`config.mk`:
```
export PLATFORM = sky130hd
export DESIGN_NAME = dcache
export DESIGN_NICKNAME = d
export VERILOG_FILES = /design/src/verilog/dcache_pkg.sv /design/src/verilog/cache_way.sv /design/src/verilog/dcache.sv /design/src/verilog/dcache_ctrl.sv
export VERILOG_INCLUDE_DIRS = /design/src /design/src/include
export SDC_FILE = /design/constraint.sdc
export NUM_CORES = 2
export LEC_CHECK = 0
export ABC_AREA = 1
export BUFFER_PORTS_ARGS = -buffer_cell sky130_fd_sc_hd__buf_4
export CORE_AREA = 2 2 326 328
export CTS_CLUSTER_DIAMETER = 150
export CTS_CLUSTER_SIZE = 25
export DETAILED_ROUTE_END_ITERATION = 16
export DIE_AREA = 0 0 328 330
export GPL_ROUTABILITY_DRIVEN = 0
export MAX_ROUTING_LAYER = met4
export PLACE_DENSITY = 0.79
export SYNTH_ARGS = -nofsm -noshare
export SYNTH_HDL_FRONTEND = slang
export SYNTH_SLANG_ARGS = --single-unit
```
`constraint.sdc`:
```
create_clock -name CLK -period 6.4 [get_ports CLK]
set_input_delay 1.28 -clock CLK [delete_from_list [all_inputs] [get_ports CLK]]
set_output_delay 1.28 -clock CLK [all_outputs]
set_load 0.03 [all_outputs]
```
`src/include/dcache_macros.svh`:
```
// Size constants for the 2-way data cache.
// Included by the package and by any RTL file that sizes its own storage.
`ifndef DCACHE_MACROS_SVH
`define DCACHE_MACROS_SVH

// 8 sets, 2 ways, 2 words per block
`define DC_SETS   8
`define DC_IDX_W  3

// byte address = tag + index + block offset + byte offset
`define DC_TAG_W  26

`define DC_WORD_W 32

`endif

```
`src/verilog/dcache_pkg.sv`:
```
// Types shared by the data cache blocks.
// Compile first; modules reference it by scope in ports and by import inside.
`include "dcache_macros.svh"

package dcache_pkg;

    typedef logic [`DC_WORD_W-1:0] word_t;
    typedef logic [`DC_TAG_W-1:0]  tag_t;
    typedef logic [`DC_IDX_W-1:0]  idx_t;

    // split of a 32-bit byte address
    typedef struct packed {
        tag_t       tag;
        idx_t       idx;
        logic       blkoff;   // word within the block
        logic [1:0] bytoff;
    } dcache_addr_t;

    typedef struct packed {
        logic         ren;
        logic         wen;
        dcache_addr_t addr;
        word_t        wdata;
    } cpu_req_t;

    typedef struct packed {
        logic  ren;
        logic  wen;
        word_t addr;          // word aligned, byte offset zero
        word_t wdata;
    } mem_req_t;

    typedef struct packed {
        tag_t        tag;
        logic        valid;
        logic        dirty;
        word_t [1:0] data;    // data[1] is the upper word of the block
    } line_t;

    typedef enum logic [2:0] {
        IDLE, WB0, WB1, FILL0, FILL1, FLUSH0, FLUSH1, DONE
    } ctrl_state_e;

endpackage
```
`src/verilog/cache_way.sv`:
```
// One way of the data cache: line storage for all sets and the tag compare.
// The controller looks up one set and rewrites whole lines.
`include "dcache_macros.svh"

module cache_way (
    input  logic              CLK,
    input  logic              nRST,
    input  dcache_pkg::idx_t  lookup_idx,
    input  dcache_pkg::tag_t  lookup_tag,
    input  logic              wr_en,
    input  dcache_pkg::idx_t  wr_idx,
    input  dcache_pkg::line_t wr_line,
    output dcache_pkg::line_t line,
    output logic              way_hit
);
    import dcache_pkg::*;

    //////////////////////////////////////////////////////////////////////
    // storage
    //////////////////////////////////////////////////////////////////////

    tag_t                tags [`DC_SETS];
    word_t [1:0]         words [`DC_SETS];
    logic [`DC_SETS-1:0] valid;
    logic [`DC_SETS-1:0] dirty;

    // status bits, cleared so every line starts invalid and clean
    always_ff @(posedge CLK or negedge nRST) begin
        if (!nRST) begin
            valid <= '0;
            dirty <= '0;
        end else if (wr_en) begin
            valid[wr_idx] <= wr_line.valid;
            dirty[wr_idx] <= wr_line.dirty;
        end
    end

    always_ff @(posedge CLK) begin
        if (wr_en) begin
            tags[wr_idx]  <= wr_line.tag;
            words[wr_idx] <= wr_line.data;
        end
    end

    //////////////////////////////////////////////////////////////////////
    // lookup
    //////////////////////////////////////////////////////////////////////

    always_comb begin
        line.tag   = tags[lookup_idx];
        line.valid = valid[lookup_idx];
        line.dirty = dirty[lookup_idx];
        line.data  = words[lookup_idx];
    end

    // tag of an invalid line is don't care
    assign way_hit = line.valid && (line.tag == lookup_tag);

    // the controller only marks a line dirty when it also holds real data
    a_dirty_valid: assert property (
        @(posedge CLK) disable iff (!nRST)
        (wr_en && wr_line.dirty) |-> wr_line.valid
    );

endmodule

```
`src/verilog/dcache.sv`:
```
// Top of the 2-way write-back data cache.
// Two way stores looked up in parallel, joined by the controller.
module dcache (
    input  logic                 CLK,
    input  logic                 nRST,
    input  dcache_pkg::cpu_req_t cpu,
    input  logic                 halt,
    output logic                 hit,
    output dcache_pkg::word_t    rdata,
    output logic                 flushed,
    output dcache_pkg::mem_req_t mem,
    input  logic                 mem_wait,
    input  dcache_pkg::word_t    mem_rdata
);
    import dcache_pkg::*;

    idx_t  lookup_idx;
    tag_t  lookup_tag;
    idx_t  wr_idx;
    line_t line0;
    line_t line1;
    line_t wr_line0;
    line_t wr_line1;
    logic  hit0;
    logic  hit1;
    logic  wr_en0;
    logic  wr_en1;

    cache_way way0_i (
        .CLK        (CLK),
        .nRST       (nRST),
        .lookup_idx (lookup_idx),
        .lookup_tag (lookup_tag),
        .wr_en      (wr_en0),
        .wr_idx     (wr_idx),
        .wr_line    (wr_line0),
        .line       (line0),
        .way_hit    (hit0)
    );

    cache_way way1_i (
        .CLK        (CLK),
        .nRST       (nRST),
        .lookup_idx (lookup_idx),
        .lookup_tag (lookup_tag),
        .wr_en      (wr_en1),
        .wr_idx     (wr_idx),
        .wr_line    (wr_line1),
        .line       (line1),
        .way_hit    (hit1)
    );

    dcache_ctrl ctrl_i (
        .CLK        (CLK),
        .nRST       (nRST),
        .cpu        (cpu),
        .halt       (halt),
        .hit        (hit),
        .rdata      (rdata),
        .flushed    (flushed),
        .line0      (line0),
        .hit0       (hit0),
        .lookup_idx (lookup_idx),
        .lookup_tag (lookup_tag),
        .wr_en0     (wr_en0),
        .wr_line0   (wr_line0),
        .line1      (line1),
        .hit1       (hit1),
        .wr_en1     (wr_en1),
        .wr_line1   (wr_line1),
        .wr_idx     (wr_idx),
        .mem        (mem),
        .mem_wait   (mem_wait),
        .mem_rdata  (mem_rdata)
    );

endmodule

```
`src/verilog/dcache_ctrl.sv`:
```
// Controller of the 2-way data cache: hit path, LRU, victim write-back,
// block fill and the flush on halt, sequencing one memory request at a time.
`include "dcache_macros.svh"

module dcache_ctrl (
    input  logic                 CLK,
    input  logic                 nRST,
    input  dcache_pkg::cpu_req_t cpu,
    input  logic                 halt,
    output logic                 hit,
    output dcache_pkg::word_t    rdata,
    output logic                 flushed,
    input  dcache_pkg::line_t    line0,
    input  logic                 hit0,
    output dcache_pkg::idx_t     lookup_idx,
    output dcache_pkg::tag_t     lookup_tag,
    output logic                 wr_en0,
    output dcache_pkg::line_t    wr_line0,
    input  dcache_pkg::line_t    line1,
    input  logic                 hit1,
    output logic                 wr_en1,
    output dcache_pkg::line_t    wr_line1,
    output dcache_pkg::idx_t     wr_idx,
    output dcache_pkg::mem_req_t mem,
    input  logic                 mem_wait,
    input  dcache_pkg::word_t    mem_rdata
);
    import dcache_pkg::*;

    ctrl_state_e         state;
    ctrl_state_e         next_state;
    logic [`DC_SETS-1:0] lru;          // per set, the way to evict next
    idx_t                flush_idx;
    logic                flush_way;
    word_t               fill_word0;

    logic  req;
    logic  any_hit;
    line_t hit_line;
    logic  flushing;
    logic  sel_way;
    idx_t  sel_idx;
    line_t sel_line;
    logic  sel_dirty;
    logic  write_hit;
    logic  fill_done;
    logic  flush_step;
    logic  flush_last;
    line_t new_line;

    //////////////////////////////////////////////////////////////////////
    // lookup and CPU response
    //////////////////////////////////////////////////////////////////////

    assign req      = cpu.ren | cpu.wen;
    assign any_hit  = hit0 | hit1;
    assign hit_line = hit1 ? line1 : line0;

    assign hit     = (state == IDLE) && req && any_hit;
    assign rdata   = hit_line.data[cpu.addr.blkoff];
    assign flushed = (state == DONE);

    // during flush the set under lookup comes from the flush counter
    assign flushing   = (state == FLUSH0) || (state == FLUSH1);
    assign sel_idx    = flushing ? flush_idx : cpu.addr.idx;
    assign sel_way    = flushing ? flush_way : lru[cpu.addr.idx];
    assign sel_line   = sel_way ? line1 : line0;
    assign sel_dirty  = sel_line.valid && sel_line.dirty;
    assign lookup_idx = sel_idx;
    assign lookup_tag = cpu.addr.tag;

    //////////////////////////////////////////////////////////////////////
    // next state
    //////////////////////////////////////////////////////////////////////

    assign flush_step = ((state == FLUSH0) && !sel_dirty) || ((state == FLUSH1) && !mem_wait);
    assign flush_last = flush_way && (flush_idx == idx_t'(`DC_SETS - 1));

    always_comb begin
        next_state = state;
        case (state)
            IDLE: begin
                if (req && !any_hit) begin
                    next_state = sel_dirty ? WB0 : FILL0;   // victim needs write-back first
                end else if (halt) begin
                    next_state = FLUSH0;
                end
            end
            WB0:    if (!mem_wait) next_state = WB1;
            WB1:    if (!mem_wait) next_state = FILL0;
            FILL0:  if (!mem_wait) next_state = FILL1;
            FILL1:  if (!mem_wait) next_state = IDLE;
            FLUSH0: begin
                if (!sel_dirty) begin
                    next_state = flush_last ? DONE : FLUSH0;  // nothing to write, skip
                end else if (!mem_wait) begin
                    next_state = FLUSH1;
                end
            end
            FLUSH1: if (!mem_wait) next_state = flush_last ? DONE : FLUSH0;
            DONE:   next_state = DONE;
            default: next_state = IDLE;
        endcase
    end

    //////////////////////////////////////////////////////////////////////
    // memory request
    //////////////////////////////////////////////////////////////////////

    always_comb begin
        mem = '0;
        case (state)
            WB0, FLUSH0: begin
                mem.wen   = sel_dirty;
                mem.addr  = {sel_line.tag, sel_idx, 1'b0, 2'b00};
                mem.wdata = sel_line.data[0];
            end
            WB1, FLUSH1: begin
                mem.wen   = 1'b1;
                mem.addr  = {sel_line.tag, sel_idx, 1'b1, 2'b00};
                mem.wdata = sel_line.data[1];
            end
            FILL0: begin
                mem.ren  = 1'b1;
                mem.addr = {cpu.addr.tag, cpu.addr.idx, 1'b0, 2'b00};
            end
            FILL1: begin
                mem.ren  = 1'b1;
                mem.addr = {cpu.addr.tag, cpu.addr.idx, 1'b1, 2'b00};
            end
            default: ;
        endcase
    end

    //////////////////////////////////////////////////////////////////////
    // line updates
    //////////////////////////////////////////////////////////////////////

    assign write_hit = hit && cpu.wen;
    assign fill_done = (state == FILL1) && !mem_wait;

    always_comb begin
        new_line = hit_line;                          // store merge on a write hit
        new_line.data[cpu.addr.blkoff] = cpu.wdata;
        new_line.dirty = 1'b1;
        if (fill_done) begin
            new_line.tag   = cpu.addr.tag;
            new_line.valid = 1'b1;
            new_line.dirty = 1'b0;                    // filled block matches memory
            new_line.data  = {mem_rdata, fill_word0};
        end
    end

    assign wr_en0   = (write_hit && hit0) || (fill_done && !sel_way);
    assign wr_en1   = (write_hit && hit1) || (fill_done && sel_way);
    assign wr_line0 = new_line;
    assign wr_line1 = new_line;
    assign wr_idx   = cpu.addr.idx;

    //////////////////////////////////////////////////////////////////////
    // registers
    //////////////////////////////////////////////////////////////////////

    always_ff @(posedge CLK or negedge nRST) begin
        if (!nRST) begin
            state     <= IDLE;
            lru       <= '0;
            flush_idx <= '0;
            flush_way <= 1'b0;
        end else begin
            state <= next_state;
            if (hit) begin
                lru[cpu.addr.idx] <= hit0;            // the other way becomes the victim
            end
            if (state == IDLE) begin
                flush_idx <= '0;
                flush_way <= 1'b0;
            end else if (flush_step) begin
                flush_way <= ~flush_way;              // way 0 then way 1 of each set
                if (flush_way) begin
                    flush_idx <= flush_idx + idx_t'(1);
                end
            end
        end
    end

    always_ff @(posedge CLK) begin
        if ((state == FILL0) && !mem_wait) begin
            fill_word0 <= mem_rdata;
        end
    end

    a_mem_one_op: assert property (
        @(posedge CLK) disable iff (!nRST)
        !(mem.ren && mem.wen)
    );

    // a stalled request stays put until memory takes it
    a_mem_hold: assert property (
        @(posedge CLK) disable iff (!nRST)
        ((mem.ren || mem.wen) && mem_wait) |=> $stable(mem)
    );

endmodule

```
==> impl_metrics.ini <==
[power_and_ir_drop]
p_leak_nw = 24.47
combPwrFrac = 0.414
power.density_nw_per_um2 = 424.8
ir_drop_v = 0.0004613
power.internal_mw = 17.84
p_sw_mw = 12.12
clockPowerShare = 0.167
switching_share = 0.4045
power_frac_seq = 0.419
power_mw = 29.96

[clock_network]
cts_tree = done
cts_hold_buffers = 0
htreeDepth = 3
cts_inserted_buffers = 70
cts_max_path_buffers = 3
worst_skew_pair.late_latency_ns = 0.69
cts_sinks = 1519
clock-root-buffer = clkbuf_16
path_clk_slew_ns = 0.11

[route]
wirelength_um = 183500
drtPass1Iterations = 7
post_drt_wl_per_cell_um = 25.56
via_per_inst = 6.611
first_iter_violations = 8345
drt.antenna.violating_nets = 0
drc_errors = 0
vias = 47450

[grt]
antenna_found_initial = 7
grt.total_usage = 0.3402
grt_pass1_wl_um = 268200
grt_pass1_vias = 44180
grt_start_max_net_pins = 245
overflow = 0

[yosys]
yosysUniqueCellTypes = 40
async_flop_share = 0.03094
yosysSeqAreaShare = 0.7029
ys_ff_latch = 1519
yosys_warnings = 0
synth_edf_count = 1472
synth_cells = 5678
syn-cell-area_um2 = 64560
avgSynthCellArea_um2 = 11.37
ys.flop_type = edfxtp_1

[setup_path]
rr_startpoint = ctrl_i.state[1]
regToRegSetupSlack_ns = 0.72
reg2reg_depth = 27
crit_required_ns = 5.12
worstSetupPathType = flip-flop to output port
endpoint_kind = output port
crit_fanout = 61
worst_setup_path_start_kind = flip-flop
cp.arrival_ns = 5.04
r2r-end = way1_i.words[2][6]

[min_path]
worst_hold_path.num_cells = 2
hold_path_end = way0_i.valid[4]
min-delay-start = way0_i.valid[4]
hp-class = flip-flop to flip-flop

[finish]
multi_input_area_um2 = 16900
final_nets = 5870
area_delta_synth_final_pct = 9.260
seq_area_um2 = 45380
layout-drive-gt1-share = 0.09325
fillers = 7222

[sta]
slew_viol_final = 0
setup_viol = 0
worstMarginPinSlew_ns = 1.188
finalHoldViolations = 0
relSlewSlack = 0.2082
hold_slack_ns = 0.4674
finClkSkew_ns = 0.04100
period_needed_ns = 6.321
fmax_ghz = 0.1582
fin_crit_sh = 0.9877

[floorplan]
die_height_um = 330
io_pins = 202
fp.dieArea_um2 = 108200
start_util = 0.6168
design.core.area_um2 = 104700
num_rows = 119
dieWidth_um = 328

[run]
maxCapViolations = 0

[status]
status = finished clean

[placement]
dpl.hpwl_um = 106000
io_buffer_count = 197
[state kept, by name (all words and copies together) (netlist names)]
| register | flops |
|---|---|
| way0_i.dirty | 8 |
| ctrl_i.fill_word0 | 32 |
| ctrl_i.flush_way | 1 |
| way0_i.words | 512 |
| way1_i.tags | 208 |
| ctrl_i.lru | 8 |
| way1_i.dirty | 8 |
| way0_i.tags | 208 |
| way1_i.words | 512 |
| ctrl_i.flush_idx | 3 |
| way0_i.valid | 8 |
| ctrl_i.state | 3 |
| way1_i.valid | 8 |
[cells in the final DEF (no fill, tap or decap), types with 17 or more instances in the layout]
master and n:
or2_1 57, buf_12 65, edfxtp_1 1472, nand3_1 495, dfrtp_1 47, inv_1 164, buf_4 326, o211ai_1 27
inv_6 17, a21oi_1 119, o21ai_0 854, nand2_1 994, o22ai_1 226, clkbuf_16 72, o21ai_1 65, nor2_1 606
o221ai_1 64
[kinds of logic after synthesis]
logic type / after synthesis / share of synthesized area
simple gates: 2221 / 0.1437
flops: 1519 / 0.7029
compound gates: 1361 / 0.1149
buf+inv: 573 / 0.03797
fa+ha+maj: 2 / 0.0003875
xor+xnor: 1 / 0.0001357
other cells: 1 / 0.00005808
[cell usage after synthesis, types with 2 or more instances]
| cell type | count | share of area |
|---|---|---|
| o22ai_1 | 226 | 0.022 |
| o21ai_2 | 2 | 0.00027 |
| nand2_2 | 9 | 0.00087 |
| o221ai_1 | 64 | 0.0087 |
| buf_2 | 58 | 0.0045 |
| clkbuf_2 | 2 | 0.00016 |
| buf_6 | 10 | 0.0017 |
| nand3b_2 | 2 | 0.00035 |
| buf_4 | 40 | 0.0047 |
| edfxtp_1 | 1472 | 0.68 |
| or2_1 | 57 | 0.0055 |
| nand3_1 | 496 | 0.038 |
| nand3b_1 | 3 | 0.00035 |
| buf_1 | 33 | 0.0019 |
| nand2_1 | 997 | 0.058 |
| ha_1 | 2 | 0.00039 |
| nor3_1 | 8 | 0.00062 |
| dfrtp_1 | 47 | 0.018 |
| a21oi_1 | 119 | 0.0092 |
| nand3_2 | 2 | 0.00031 |
| inv_1 | 182 | 0.011 |
| o21ai_1 | 66 | 0.0051 |
| or2_2 | 15 | 0.0015 |
| nand2_4 | 2 | 0.00035 |
| nand4_1 | 15 | 0.0015 |
| o21ai_0 | 854 | 0.066 |
| clkbuf_1 | 237 | 0.014 |
| clkinv_1 | 5 | 0.00029 |
| nor2_1 | 611 | 0.036 |
| inv_2 | 6 | 0.00035 |
| o211ai_1 | 27 | 0.0031 |
[how the worst max path moves through the flow]
stage	startpoint	end	slack [ns]	cells after the start
4_1_cts	ctrl_i.state[1]	rdata[31]	0.11	21
3_3_place_gp	cpu[35]	rdata[31]	0.25	20
2_1_floorplan	cpu[35]	way1_i.tags[5][0]	0.88	23
3_5_place_dp	cpu[35]	way1_i.words[2][0]	0.18	21
5_1_grt	ctrl_i.state[2]	rdata[5]	-0.02	21
6_report	ctrl_i.state[1]	mem[20]	0.08	15
[stage by stage]
step / instance area, um^2 / TNS (ns) / worst slack, ns / std cells / utilization
floorplan: 64570 / 0 / 0.8763 / 5679 / -
CTS: 70370 / 0 / 0.1076 / 7163 / 0.6723
detailed placement: 68460 / 0 / 0.1805 / 7077 / 0.6540
global route: 70540 / -0.04142 / -0.01847 / 7178 / 0.6739
global placement: 68460 / 0 / 0.2547 / 7077 / 0.6540
finish: 70540 / 0 / 0.07888 / 7178 / 0.6739
[critical path, stage by stage, from the launching register on]
cell,delay (ns)
dfrtp_1,0.45
inv_2,0.11
nand2_2,0.13
nand2_8,0.27
nand2_4,0.13
nand2_1,0.14
o21ai_4,0.09
inv_8,0.35
buf_4,0.64
buf_4,0.70
o221ai_1,0.25
o21ai_0,0.19
nand2_1,0.11
o211ai_1,0.12
nand2_1,0.29
buf_4,0.27
[routing by layer]
| metal | global-route usage | part of all wire |
|---|---|---|
| met3 | 0.07026 | 0.14 |
| met2 | 0.5126 | 0.46 |
| met4 | 0.1361 | 0.044 |
| met1 | 0.4582 | 0.36 |
| met5 | - | 0 |
[power by group through the flow]
| stage | Clock [mW] | Combinational [mW] | Sequential (mW) |
|---|---|---|---|
| floorplan | 0 | 7.65 | 12.8 |
| global placement | 0 | 11.6 | 12.8 |
| detailed placement | 0 | 11.9 | 12.8 |
| CTS | 5.00 | 12.0 | 12.5 |
| global route | 5.30 | 13.3 | 12.6 |
| finish | 5.00 | 12.4 | 12.6 |
[final cells by class]
class,count,area share
Inverter,193,0.01162
Clock buffer,82,0.02607
Sequential cell,1519,0.6433
Antenna cell,7,0.0002483
Multi-Input combinational cell,3589,0.2396
Clock inverter,4,0.0008159
Tap cell,1391,0.02467
Timing Repair Buffer,393,0.05369
[repair_timing]
action	4_1_cts	5_1_grt
cloned	0	2
endpoints found under the setup margin	11	34
resized for setup	2	10
pin swaps	0	4
buffers inserted	0	6
No activity file was read; power rests on OpenSTA's default activity.
